**config.mk**
```make
export PLATFORM = sky130hd
export DESIGN_NAME = eth_mac_top
export DESIGN_NICKNAME = d
export VERILOG_FILES = /design/src/verilog/eth_frame_pkg.sv /design/src/verilog/host_cmd_pkg.sv /design/src/verilog/eth_mac_top.sv /design/src/verilog/gmii_rx_deframer.sv /design/src/verilog/gmii_tx_framer.sv /design/src/verilog/host_cmd_decoder.sv /design/src/verilog/pkt_ring.sv
export SDC_FILE = /design/constraint.sdc
export NUM_CORES = 2
export LEC_CHECK = 0
export BUFFER_PORTS_ARGS = -buffer_cell sky130_fd_sc_hd__buf_4
export CAP_MARGIN = 20
export CORE_MARGIN = 3
export CORE_UTILIZATION = 35
export DETAILED_ROUTE_END_ITERATION = 16
export PLACE_DENSITY_LB_ADDON = 0.3
export SLEW_MARGIN = 15
export SYNTH_ARGS = -nofsm -noshare
export SYNTH_HDL_FRONTEND = slang
export SYNTH_MEMORY_MAX_BITS = 65536
export SYNTH_SLANG_ARGS = --single-unit
```
**constraint.sdc**
```tcl
create_clock -name clock -period 6.1 [get_ports clock]
set_input_delay 0.61 -clock clock [delete_from_list [all_inputs] [get_ports clock]]
set_output_delay 0.61 -clock clock [all_outputs]
set_load 0.005 [all_outputs]
```
**src/verilog/eth_frame_pkg.sv**
```systemverilog
`default_nettype none

package eth_frame_pkg;

    localparam int RING_SLOTS = 4;
    localparam int SLOT_IDX_W = 2;
    localparam int MAX_FRAME_BYTES = 64;
    localparam int BYTE_ADDR_W = 6;  // offset inside one slot
    localparam int LEN_W = 7;

    localparam logic [7:0] PREAMBLE_BYTE = 8'h55;
    localparam int PREAMBLE_LEN = 7;
    localparam logic [7:0] SFD_BYTE = 8'hd5;
    localparam int FCS_BYTES = 4;
    localparam int IFG_CYCLES = 12;

    localparam logic [31:0] CRC_POLY = 32'hedb88320;  // 0x04c11db7 bit-reversed
    localparam logic [31:0] CRC_INIT = 32'hffffffff;
    localparam logic [31:0] CRC_RESIDUE = 32'hdebb20e3;

    // lsb-first CRC-32, one byte per call
    function automatic logic [31:0] crc32_byte(input logic [7:0] data, input logic [31:0] crc);
        logic [31:0] c;
        c = crc ^ {24'h0, data};
        for (int i = 0; i < 8; i++) begin
            c = c[0] ? (c >> 1) ^ CRC_POLY : c >> 1;
        end
        return c;
    endfunction

    typedef struct packed {
        logic [7:0] data;
        logic       en;
    } gmii_tx_t;

    typedef struct packed {
        logic [7:0] data;
        logic       dv;
        logic       er;
    } gmii_rx_t;

    typedef struct packed {
        logic             we;
        logic [LEN_W-1:0] addr;
        logic [7:0]       data;
        logic             commit;  // close open slot
        logic             abort;   // drop open slot contents
    } ring_wr_t;

    typedef struct packed {
        logic [LEN_W-1:0] addr;
        logic             free;    // release head slot
    } ring_rd_t;

endpackage

`default_nettype wire

```
**src/verilog/host_cmd_pkg.sv**
```systemverilog
`default_nettype none

package host_cmd_pkg;

    typedef enum logic [2:0] {
        OP_READ,
        OP_READ_LEN,
        OP_READ_NEXT,
        OP_WRITE,
        OP_WRITE_LEN,
        OP_WRITE_NEXT
    } host_op_t;

    typedef struct packed {
        host_op_t                         op;
        logic [eth_frame_pkg::LEN_W-1:0]  addr;
        logic [7:0]                       value;
    } host_cmd_t;

    typedef struct packed {
        logic [15:0] data;
        logic        flag;
    } host_rsp_t;

endpackage

`default_nettype wire

```
**src/verilog/eth_mac_top.sv**
```systemverilog
`timescale 1ns/100ps
`default_nettype none

module eth_mac_top (
    input  logic                    clock,
    input  logic                    reset,
    input  logic                    host_req,
    input  host_cmd_pkg::host_cmd_t host_cmd,
    output logic                    host_ack,
    output host_cmd_pkg::host_rsp_t host_rsp,
    output eth_frame_pkg::gmii_tx_t gmii_tx,
    input  eth_frame_pkg::gmii_rx_t gmii_rx
);

    eth_frame_pkg::ring_wr_t tx_wr;
    eth_frame_pkg::ring_rd_t tx_rd;
    eth_frame_pkg::ring_wr_t rx_wr;
    eth_frame_pkg::ring_rd_t rx_rd;
    logic [7:0] tx_byte;
    logic [7:0] rx_byte;
    logic [eth_frame_pkg::LEN_W-1:0] tx_head_len;
    logic [eth_frame_pkg::LEN_W-1:0] tx_open_len;
    logic [eth_frame_pkg::LEN_W-1:0] rx_head_len;
    logic tx_full;
    logic tx_empty;
    logic rx_full;
    logic rx_empty;

    pkt_ring tx_ring (
        .clock    (clock),
        .reset    (reset),
        .wr       (tx_wr),
        .rd       (tx_rd),
        .rd_byte  (tx_byte),
        .head_len (tx_head_len),
        .open_len (tx_open_len),
        .full     (tx_full),
        .empty    (tx_empty)
    );

    pkt_ring rx_ring (
        .clock    (clock),
        .reset    (reset),
        .wr       (rx_wr),
        .rd       (rx_rd),
        .rd_byte  (rx_byte),
        .head_len (rx_head_len),
        .open_len (),            // deframer tracks its own byte count
        .full     (rx_full),
        .empty    (rx_empty)
    );

    gmii_tx_framer tx_framer (
        .clock      (clock),
        .reset      (reset),
        .ring_empty (tx_empty),
        .head_len   (tx_head_len),
        .rd_byte    (tx_byte),
        .rd         (tx_rd),
        .gmii_tx    (gmii_tx)
    );

    gmii_rx_deframer rx_deframer (
        .clock     (clock),
        .reset     (reset),
        .gmii_rx   (gmii_rx),
        .ring_full (rx_full),
        .wr        (rx_wr)
    );

    host_cmd_decoder cmd_decoder (
        .clock       (clock),
        .reset       (reset),
        .host_req    (host_req),
        .host_cmd    (host_cmd),
        .tx_full     (tx_full),
        .tx_open_len (tx_open_len),
        .rx_empty    (rx_empty),
        .rx_head_len (rx_head_len),
        .rx_byte     (rx_byte),
        .host_ack    (host_ack),
        .host_rsp    (host_rsp),
        .tx_wr       (tx_wr),
        .rx_rd       (rx_rd)
    );

endmodule

`default_nettype wire

```
**src/verilog/gmii_rx_deframer.sv**
```systemverilog
`timescale 1ns/100ps
`default_nettype none

module gmii_rx_deframer (
    input  logic                    clock,
    input  logic                    reset,
    input  eth_frame_pkg::gmii_rx_t gmii_rx,
    input  logic                    ring_full,
    output eth_frame_pkg::ring_wr_t wr
);

    typedef enum logic [1:0] {
        st_idle,
        st_pre,
        st_data,
        st_drop
    } state_t;

    localparam int LEN_W = eth_frame_pkg::LEN_W;

    state_t state;
    logic [LEN_W-1:0] cnt;  // preamble bytes, then bytes after sfd
    logic [31:0] crc;
    logic [31:0] delay;     // last four bytes, the fcs never reaches the slot

    always_ff @(posedge clock) begin
        if (reset) begin
            state <= st_idle;
            cnt <= '0;
            wr <= '0;
        end else begin
            wr.we <= 1'b0;
            wr.commit <= 1'b0;
            wr.abort <= 1'b0;
            case (state)
                st_idle: begin
                    if (gmii_rx.dv) begin
                        cnt <= LEN_W'(1);
                        if (gmii_rx.data == eth_frame_pkg::PREAMBLE_BYTE && !gmii_rx.er) begin
                            state <= st_pre;
                        end else begin
                            state <= st_drop;
                        end
                    end
                end
                st_pre: begin
                    if (!gmii_rx.dv) begin
                        state <= st_idle;
                    end else if (gmii_rx.er) begin
                        state <= st_drop;
                    end else if (cnt < LEN_W'(eth_frame_pkg::PREAMBLE_LEN)) begin
                        cnt <= cnt + 1'b1;
                        if (gmii_rx.data != eth_frame_pkg::PREAMBLE_BYTE) begin
                            state <= st_drop;
                        end
                    end else if (gmii_rx.data == eth_frame_pkg::SFD_BYTE && !ring_full) begin
                        state <= st_data;
                        cnt <= '0;
                        crc <= eth_frame_pkg::CRC_INIT;
                    end else begin
                        state <= st_drop;
                    end
                end
                st_data: begin
                    if (!gmii_rx.dv) begin
                        state <= st_idle;
                        if (crc == eth_frame_pkg::CRC_RESIDUE &&
                            cnt >= LEN_W'(eth_frame_pkg::FCS_BYTES)) begin
                            wr.commit <= 1'b1;
                        end else begin
                            wr.abort <= 1'b1;
                        end
                    end else if (gmii_rx.er || cnt == LEN_W'(eth_frame_pkg::MAX_FRAME_BYTES +
                                                              eth_frame_pkg::FCS_BYTES)) begin
                        wr.abort <= 1'b1;  // error or oversize
                        state <= st_drop;
                    end else begin
                        crc <= eth_frame_pkg::crc32_byte(gmii_rx.data, crc);
                        delay <= {delay[23:0], gmii_rx.data};
                        cnt <= cnt + 1'b1;
                        if (cnt >= LEN_W'(eth_frame_pkg::FCS_BYTES)) begin
                            wr.we <= 1'b1;
                            wr.addr <= cnt - LEN_W'(eth_frame_pkg::FCS_BYTES);
                            wr.data <= delay[31:24];
                        end
                    end
                end
                st_drop: begin
                    if (!gmii_rx.dv) begin
                        state <= st_idle;
                    end
                end
                default: state <= st_idle;
            endcase
        end
    end

endmodule

`default_nettype wire

```
**src/verilog/gmii_tx_framer.sv**
```systemverilog
`timescale 1ns/100ps
`default_nettype none

module gmii_tx_framer (
    input  logic                            clock,
    input  logic                            reset,
    input  logic                            ring_empty,
    input  logic [eth_frame_pkg::LEN_W-1:0] head_len,
    input  logic [7:0]                      rd_byte,
    output eth_frame_pkg::ring_rd_t         rd,
    output eth_frame_pkg::gmii_tx_t         gmii_tx
);

    typedef enum logic [2:0] {
        st_idle,
        st_pre,
        st_sfd,
        st_data,
        st_fcs,
        st_gap
    } state_t;

    state_t state;
    logic [3:0] cnt;
    logic [31:0] crc;

    // rd.addr runs one byte ahead of the byte on the wire
    always_ff @(posedge clock) begin
        if (reset) begin
            state <= st_idle;
            cnt <= '0;
            rd <= '0;
            gmii_tx <= '0;
        end else begin
            rd.free <= 1'b0;
            case (state)
                st_idle: begin
                    gmii_tx.en <= 1'b0;
                    if (!ring_empty) begin
                        state <= st_pre;
                        cnt <= '0;
                        rd.addr <= '0;
                        crc <= eth_frame_pkg::CRC_INIT;
                    end
                end
                st_pre: begin
                    gmii_tx <= '{data: eth_frame_pkg::PREAMBLE_BYTE, en: 1'b1};
                    cnt <= cnt + 1'b1;
                    if (cnt == 4'(eth_frame_pkg::PREAMBLE_LEN - 1)) begin
                        state <= st_sfd;
                    end
                end
                st_sfd: begin
                    gmii_tx <= '{data: eth_frame_pkg::SFD_BYTE, en: 1'b1};
                    cnt <= '0;
                    rd.addr <= rd.addr + 1'b1;  // byte 0 is already on rd_byte
                    state <= (head_len == '0) ? st_fcs : st_data;
                end
                st_data: begin
                    gmii_tx <= '{data: rd_byte, en: 1'b1};
                    crc <= eth_frame_pkg::crc32_byte(rd_byte, crc);
                    rd.addr <= rd.addr + 1'b1;
                    if (rd.addr == head_len) begin
                        state <= st_fcs;
                    end
                end
                st_fcs: begin
                    gmii_tx <= '{data: ~crc[7:0], en: 1'b1};  // low byte first
                    crc <= crc >> 8;
                    cnt <= cnt + 1'b1;
                    if (cnt == 4'(eth_frame_pkg::FCS_BYTES - 1)) begin
                        state <= st_gap;
                        cnt <= '0;
                        rd.free <= 1'b1;
                    end
                end
                st_gap: begin
                    gmii_tx.en <= 1'b0;
                    cnt <= cnt + 1'b1;
                    if (cnt == 4'(eth_frame_pkg::IFG_CYCLES - 1)) begin
                        state <= st_idle;
                    end
                end
                default: state <= st_idle;
            endcase
        end
    end

endmodule

`default_nettype wire

```
**src/verilog/host_cmd_decoder.sv**
```systemverilog
`timescale 1ns/100ps
`default_nettype none

module host_cmd_decoder (
    input  logic                            clock,
    input  logic                            reset,
    input  logic                            host_req,
    input  host_cmd_pkg::host_cmd_t         host_cmd,
    input  logic                            tx_full,
    input  logic [eth_frame_pkg::LEN_W-1:0] tx_open_len,
    input  logic                            rx_empty,
    input  logic [eth_frame_pkg::LEN_W-1:0] rx_head_len,
    input  logic [7:0]                      rx_byte,
    output logic                            host_ack,
    output host_cmd_pkg::host_rsp_t         host_rsp,
    output eth_frame_pkg::ring_wr_t         tx_wr,
    output eth_frame_pkg::ring_rd_t         rx_rd
);

    typedef enum logic [2:0] {
        st_idle,
        st_exec,
        st_resp,
        st_hold,
        st_done
    } state_t;

    state_t state;
    logic rx_free;

    // addr is stable for the whole request, so rx_byte is ready by st_exec
    assign rx_rd = '{addr: host_cmd.addr, free: rx_free};

    always_ff @(posedge clock) begin
        if (reset) begin
            state <= st_idle;
            host_ack <= 1'b0;
            tx_wr <= '0;
            rx_free <= 1'b0;
        end else begin
            tx_wr.we <= 1'b0;
            tx_wr.commit <= 1'b0;
            rx_free <= 1'b0;
            case (state)
                st_idle: begin
                    if (host_req) begin
                        state <= st_exec;
                    end
                end
                st_exec: begin
                    state <= st_resp;
                    host_rsp <= '0;
                    case (host_cmd.op)
                        host_cmd_pkg::OP_READ: begin
                            if (host_cmd.addr < rx_head_len) begin
                                host_rsp.data <= 16'(rx_byte);
                            end
                        end
                        host_cmd_pkg::OP_READ_LEN: host_rsp.data <= 16'(rx_head_len);
                        host_cmd_pkg::OP_READ_NEXT: begin
                            host_rsp.flag <= rx_empty;
                            rx_free <= !rx_empty;
                        end
                        host_cmd_pkg::OP_WRITE: begin
                            if (host_cmd.addr >=
                                eth_frame_pkg::LEN_W'(eth_frame_pkg::MAX_FRAME_BYTES)) begin
                                host_rsp.flag <= 1'b1;
                            end else begin
                                tx_wr.we <= 1'b1;
                                tx_wr.addr <= host_cmd.addr;
                                tx_wr.data <= host_cmd.value;
                            end
                        end
                        host_cmd_pkg::OP_WRITE_LEN: host_rsp.data <= 16'(tx_open_len);
                        host_cmd_pkg::OP_WRITE_NEXT: begin
                            host_rsp.flag <= tx_full;
                            tx_wr.commit <= !tx_full;
                        end
                        default: ;
                    endcase
                end
                st_resp: begin
                    host_ack <= 1'b1;  // second edge after req was seen
                    state <= st_hold;
                end
                st_hold: begin
                    if (!host_req) begin
                        state <= st_done;
                    end
                end
                st_done: begin
                    host_ack <= 1'b0;
                    state <= st_idle;
                end
                default: state <= st_idle;
            endcase
        end
    end

endmodule

`default_nettype wire

```
**src/verilog/pkt_ring.sv**
```systemverilog
`timescale 1ns/100ps
`default_nettype none

module pkt_ring (
    input  logic                            clock,
    input  logic                            reset,
    input  eth_frame_pkg::ring_wr_t         wr,
    input  eth_frame_pkg::ring_rd_t         rd,
    output logic [7:0]                      rd_byte,
    output logic [eth_frame_pkg::LEN_W-1:0] head_len,
    output logic [eth_frame_pkg::LEN_W-1:0] open_len,
    output logic                            full,
    output logic                            empty
);

    logic [7:0] mem [eth_frame_pkg::RING_SLOTS * eth_frame_pkg::MAX_FRAME_BYTES];
    logic [eth_frame_pkg::LEN_W-1:0] len [eth_frame_pkg::RING_SLOTS];
    logic [eth_frame_pkg::SLOT_IDX_W:0] head;  // extra msb tells full from empty
    logic [eth_frame_pkg::SLOT_IDX_W:0] tail;
    logic [eth_frame_pkg::SLOT_IDX_W-1:0] head_idx;
    logic [eth_frame_pkg::SLOT_IDX_W-1:0] tail_idx;
    logic wr_ok;

    assign head_idx = head[eth_frame_pkg::SLOT_IDX_W-1:0];
    assign tail_idx = tail[eth_frame_pkg::SLOT_IDX_W-1:0];
    assign empty = head == tail;
    assign full = head_idx == tail_idx &&
                  head[eth_frame_pkg::SLOT_IDX_W] != tail[eth_frame_pkg::SLOT_IDX_W];
    assign head_len = empty ? '0 : len[head_idx];
    assign open_len = full ? '0 : len[tail_idx];
    assign wr_ok = wr.we && !full;  // open slot aliases head when full

    always_ff @(posedge clock) begin
        if (wr_ok) begin
            mem[{tail_idx, wr.addr[eth_frame_pkg::BYTE_ADDR_W-1:0]}] <= wr.data;
        end
        rd_byte <= mem[{head_idx, rd.addr[eth_frame_pkg::BYTE_ADDR_W-1:0]}];
    end

    always_ff @(posedge clock) begin
        if (reset) begin
            head <= '0;
            tail <= '0;
            for (int i = 0; i < eth_frame_pkg::RING_SLOTS; i++) begin
                len[i] <= '0;
            end
        end else begin
            if (wr_ok && wr.addr >= len[tail_idx]) begin
                len[tail_idx] <= wr.addr + 1'b1;
            end
            if (wr.abort && !full) begin
                len[tail_idx] <= '0;
            end
            if (wr.commit && !full) begin
                tail <= tail + 1'b1;
            end
            if (rd.free && !empty) begin
                len[head_idx] <= '0;  // slot comes back as an empty open slot
                head <= head + 1'b1;
            end
        end
    end

endmodule

`default_nettype wire
```
# == Word level (Yosys, flattened, before mapping) ==
# Memories as Yosys holds them, arrays and structs flattened. A register that Yosys moved wholly into a read port is not among the register bits.
# Index checks and enable logic that the tools add are counted.
# totals
register_bits,198
ram_bits,4152
in_bits,31
output_inout_bits,27
wordCells,307
mem_count,4
# op_classes
addsub,10
order_cmp,6
eq_ne,50
muxes,118
n_bitwise,30
reduce_logical,60
# mem_list
memory,words,word_bits,rd,rd_clocked_by_memory_dff,write_ports,line_no,source
rx_ring.mem,256,8,1,1,1,pkt_ring.sv:16,logic [7:0] mem [eth_frame_pkg::RING_SLOTS * eth_frame_pkg::MAX_FRAME_BYTES];
tx_ring.mem,256,8,1,1,1,pkt_ring.sv:16,
rx_ring.len,4,7,2,2,4,pkt_ring.sv:17,logic [eth_frame_pkg::LEN_W-1:0] len [eth_frame_pkg::RING_SLOTS];
tx_ring.len,4,7,2,2,4,pkt_ring.sv:17,
# ops
operator,n
32-bit 2-to-1 mux,23
13-bit inverter with 14-bit output,16
7-bit 2-to-1 mux,16
32-bit one-hot mux with 3 select lines,1
32-bit one-hot mux with 2 select lines,1
32-bit by 8-bit XOR with 32-bit output,2
2-bit 2-to-1 mux,21
"32-bit equality test, second input constant",1
1-bit 2-to-1 mux,32
16-bit 2-to-1 mux,2
8-bit one-hot mux with 4 select lines,1
"7-bit by 1-bit adder with 7-bit output, second input constant",4
7-bit OR reduction,4
3-bit 2-to-1 mux,8
8-bit one-hot mux with 3 select lines,1
7-bit one-hot mux with 3 select lines,1
"2-bit inequality test, second input constant",10
"3-bit by 2-bit equality test with 1-bit output, second input constant",6
3-bit one-hot mux with 6 select lines,1
4-bit one-hot mux with 4 select lines,1
"3-bit equality test, second input constant",5
7-bit greater-or-equal comparator,2
1-bit logical AND,14
7-bit one-hot mux with 2 select lines,1
51 further kinds,100

# == Depth between registers and ports, before layout ==
# depth
word_depth,20
mapped_depth,13
depth_no_buf,10

# == Modules after synthesis ==
# From an unflattened synthesis, not the netlist that was laid out.
# hier_totals
hier_cells,8612
area_unflattened_um2,172709.4
# modules_own_cells
mod,instances,cells_each,area_each_um2
pkt_ring (tx_ring),1,3823,81733.4
pkt_ring (rx_ring),1,3917,81627.0
gmii_rx_deframer,1,365,4441.8
gmii_tx_framer,1,337,3345.7
host_cmd_decoder,1,170,1561.5

# == Least setup slack after synthesis ==
# No wires, ideal clock.
# synth_timing
kind,input to register
startpoint,input gmii_rx[7] in the netlist's numbering
endpoint,"register rx_deframer.crc[0], enable pin"
setup_time_ns,0.513
arrival_time_ns,4.660
slack_ns,0.927
cell_stages,5
path_buffers,0
cell_sequence,nand4b_1 nor4b_1 a31o_2 nand2_1 nor4b_1
# synth_between
elab_chain_cells,4
# synth_lines
item,line_no,source
from (decl),eth_mac_top.sv:12,input eth_frame_pkg::gmii_rx_t gmii_rx
8-bit equality test,gmii_rx_deframer.sv:56,end else if (gmii_rx.data == eth_frame_pkg::SFD_BYTE && !ring_full) begin
1-bit logical AND,gmii_rx_deframer.sv:56,
2-bit by 1-bit inequality test with 1-bit output (no source line),-,
8-bit AND reduction (no source line),-,
to (signal assigned),gmii_rx_deframer.sv:59,crc <= eth_frame_pkg::CRC_INIT;
to (signal assigned),gmii_rx_deframer.sv:78,"crc <= eth_frame_pkg::crc32_byte(gmii_rx.data, crc);"
to (decl),gmii_rx_deframer.sv:23,logic [31:0] crc;
# Every way passes these cells.
# A chain may end at the register's enable or synchronous reset.

# == Worst setup path in the final report ==
# layout_timing
startpoint,register rx_ring.head[0] in the netlist's numbering
endpoint,"memory rx_ring.mem[202][4], enable pin"
# layout_between
elab_chain_cells,6
# layout_lines
item,line_no,source
from (decl),pkt_ring.sv:18,logic [eth_frame_pkg::SLOT_IDX_W:0] head;
from (signal assigned),pkt_ring.sv:59,head <= head + 1'b1;
2-bit equality test,pkt_ring.sv:27,assign full = head_idx == tail_idx &&
1-bit logical AND,pkt_ring.sv:27,
1-bit logical NOT,pkt_ring.sv:31,assign wr_ok = wr.we && !full;
1-bit logical AND,pkt_ring.sv:31,
1-bit 2-to-1 mux,pkt_ring.sv:34,if (wr_ok) begin
1-bit 2-to-1 mux (not written as such),pkt_ring.sv:35,"mem[{tail_idx, wr.addr[eth_frame_pkg::BYTE_ADDR_W-1:0]}] <= wr.data;"
to (decl),pkt_ring.sv:16,
# Every way passes these cells.

==> out/qor.csv <==
metric,value,unit
arrival,5310,ps
cts_setup_buffers,0,
synthDominantCellAreaShare,73.03,%
avgViaCountPerCell,5.571,
layout_common_cells,"edfxtp_1, mux4_2, nor2_1",
coreArea,0.4907,mm²
crit_type,flop to flop,
drive_gt1_share,20.93,%
async_reset_ff_share,0,%
synth.avg_cell_area,19.86,µm²
drt_pass1_iterations,7,
yosys_most_used_dff,edfxtp_1,
ff_latch_area,0.1295,mm²
dp_hpwl,285900,µm
timing.final.crit_share,76.61,%
final_common_cell,edfxtp_1,
synth_seq_cells,4366,
multiInputGateArea,0.04019,mm²
yosysSeqAreaShare,74.95,%
skew,77.02,ps
synth_cell_types,93,
grt_pass1_wl,671900,µm
fmax,0.2140,GHz
period_needed,4673,ps
die_h,708.5,µm
routed_wirelength,472400,µm
synth_edf_count,4201,
crit_start,rx_ring.head[0]$_SDFFE_PP0P_,
drt_iter0_markers,10512,
peakVddDrop,0.2793,mV
fp.dieW,708.5,µm
antenna_found_initial,21,
critPathCaptureType,flop,
rsz0062_at_grt,false,
fin_nets,8982,
area_delta_synth_final,12.53,%
clock_sinks,4366,
cts-root-buf,clkbuf_16,
max-slew-margin-rel,19.39,%
initial_core_util,35.20,%
worst_slew_pin_slew,1206,ps
place_ws,1546,ps
grt_max_degree,196,
power_leakage,54.99,nW
syn-cell-area,0.1727,mm²
synth_cells,8697,
crit_fanout,16,
setup_ws,1427,ps
ys.warnings.count,0,
die_area,0.5020,mm²
startpoint_type,flop,
pwr_density_cell,311.4,mW/mm²
worstReg2RegStart,rx_ring.head[0]$_SDFFE_PP0P_,
hold_viol_final,0,
grt_usage,18.42,%
dr_total_vias,87685,
cts_max_level,5,
grt_remaining_overflow,0,
finalSetupViolCount,0,
synth_area_leader_cell,edfxtp_1,
fin_setup_tns,0,ps
slew_violations,0,
hp-start,host_cmd[16],
hp-class,input pin to flop,
ctsResizeCount,0,
cts_tree,done,
routedWlPerCell,30.02,µm
fin_total_pwr,60.52,mW
max_cap_violations,0,
final_area,0.1944,mm²
rows,257,
port-buffer-count,49,
status,finished clean,
grt_pass1_vias,88425,
cts.reportedPaths.clkPinSlew,60,ps
cts_inserted_buffers,428,
place_congestion,0.8462,
io_pins,58,
place_area,0.1804,mm²
clk_latency,1020,ps
n_fill_cell,43498,
drtAntennaViolNets,0,
cts.path.max_buffers,4,
synth_area_leaders,"edfxtp_1, mux4_2, dfxtp_1",
critPathRequiredTime,6730,ps
final_util,39.61,%
drc,0,
layout make-up:
class	count	share of cell area (%)
Antenna cell	6	0.007725
Clock buffer	557	5.918
Clock inverter	237	1.076
Inverter	58	0.1139
Multi-Input combinational cell	3756	20.68
Sequential cell	4366	66.64
Tap cell	6475	4.168
Timing Repair Buffer	285	1.395
registers in the layout, indices dropped and copies added (netlist names), 2 cells and up, named ones only:
signal                flops
rx_ring.len              28
tx_framer.crc            32
rx_deframer.cnt           7
tx_framer.rd              8
cmd_decoder.tx_wr        17
rx_deframer.delay        32
tx_ring.mem            2048
tx_ring.head              3
rx_ring.head              3
rx_ring.tail              3
rx_deframer.state         2
cmd_decoder.host_rsp      9
rx_ring.rd_byte           8
tx_ring.tail              3
rx_ring.mem            2048
tx_framer.state           3
tx_ring.rd_byte           8
tx_ring.len              28
cmd_decoder.state         3
rx_deframer.crc          32
tx_framer.gmii_tx         9
tx_framer.cnt             4
rx_deframer.wr           18
critical path, stage by stage, from the launching register on:
cell and delay, ps:
dfxtp_1 790, xor2_1 240, or3_1 310, nand2_2 160, nor3_1 890, nand2_1 900
nor2_1 980
report_power, final:
group          leakage (nW)  switching (mW)  internal [mW]
registers              35.8          0.0928           32.5
clock network          6.63            11.3           14.6
logic                  12.5            1.18          0.828
total                  55.0            12.6           47.9
what timing repair did:
| item | CTS | global route |
|---|---|---|
| setup endpoints to repair | 0 | 0 |
| endpoints found under the hold margin | 26 | 0 |
| hold buffers | 23 | 0 |
synthesized netlist by cell type, types with 20 or more instances:
library cell and n:
mux2i_1 281, mux4_1 51, xnor2_1 113, nand3_1 111
nand4_1 25, edfxtp_1 4201, clkbuf_1 214, xor2_1 52
a21oi_1 231, dfxtp_1 165, buf_2 140, o22ai_1 63
a31oi_1 26, nand2_1 259, a221oi_1 42, nor3_1 38
buf_6 63, a211oi_1 41, o21ai_0 115, buf_4 63
or3b_2 20, mux4_2 959, a22o_1 36, buf_1 22
nor2b_1 60, inv_1 54, a22oi_1 126, nor2_1 705
o221ai_1 58, ha_1 56
path summary, 6_finish.rpt:
check,endpoint,cells after the start,slack [ps]
setup / recovery,rx_ring.mem[202][4]$_DFFE_PP_,6,1430
hold / removal,cmd_decoder.rx_free$_SDFF_PP0_,4,110
setup reg to reg,rx_ring.mem[202][4]$_DFFE_PP_,6,1430
hold reg to reg,rx_deframer.delay[11]$_DFFE_PP_,0,420
stage by stage:
step / std cells / hold WS, ps
after CTS: 15727 / 16.75
final: 15740 / 106.3
after detailed placement: 14910 / 408.0
after floorplan: 8704 / 400.3
after global placement: 14907 / 407.2
after global routing: 15735 / 79.80
layer usage:
| metal | up-vias | track usage, % | part of all wire (%) |
|---|---|---|---|
| li1 | 36136 | - | - |
| met1 | 46854 | 24.74 | 40 |
| met2 | 3911 | 30.12 | 48 |
| met3 | 780 | 3.588 | 8.0 |
| met4 | 4 | 6.076 | 3.5 |
| met5 | - | 0 | 0.0044 |
logic make-up after synthesis:
group / share of synthesized area (%)
buf+inv: 1.899
flops: 74.95
fa+ha+maj: 0.4056
mux: 15.02
simple gates: 3.483
other cells: 0.002171
compound gates: 3.371
xor+xnor: 0.8743
(Power assumes the default switching activity.)
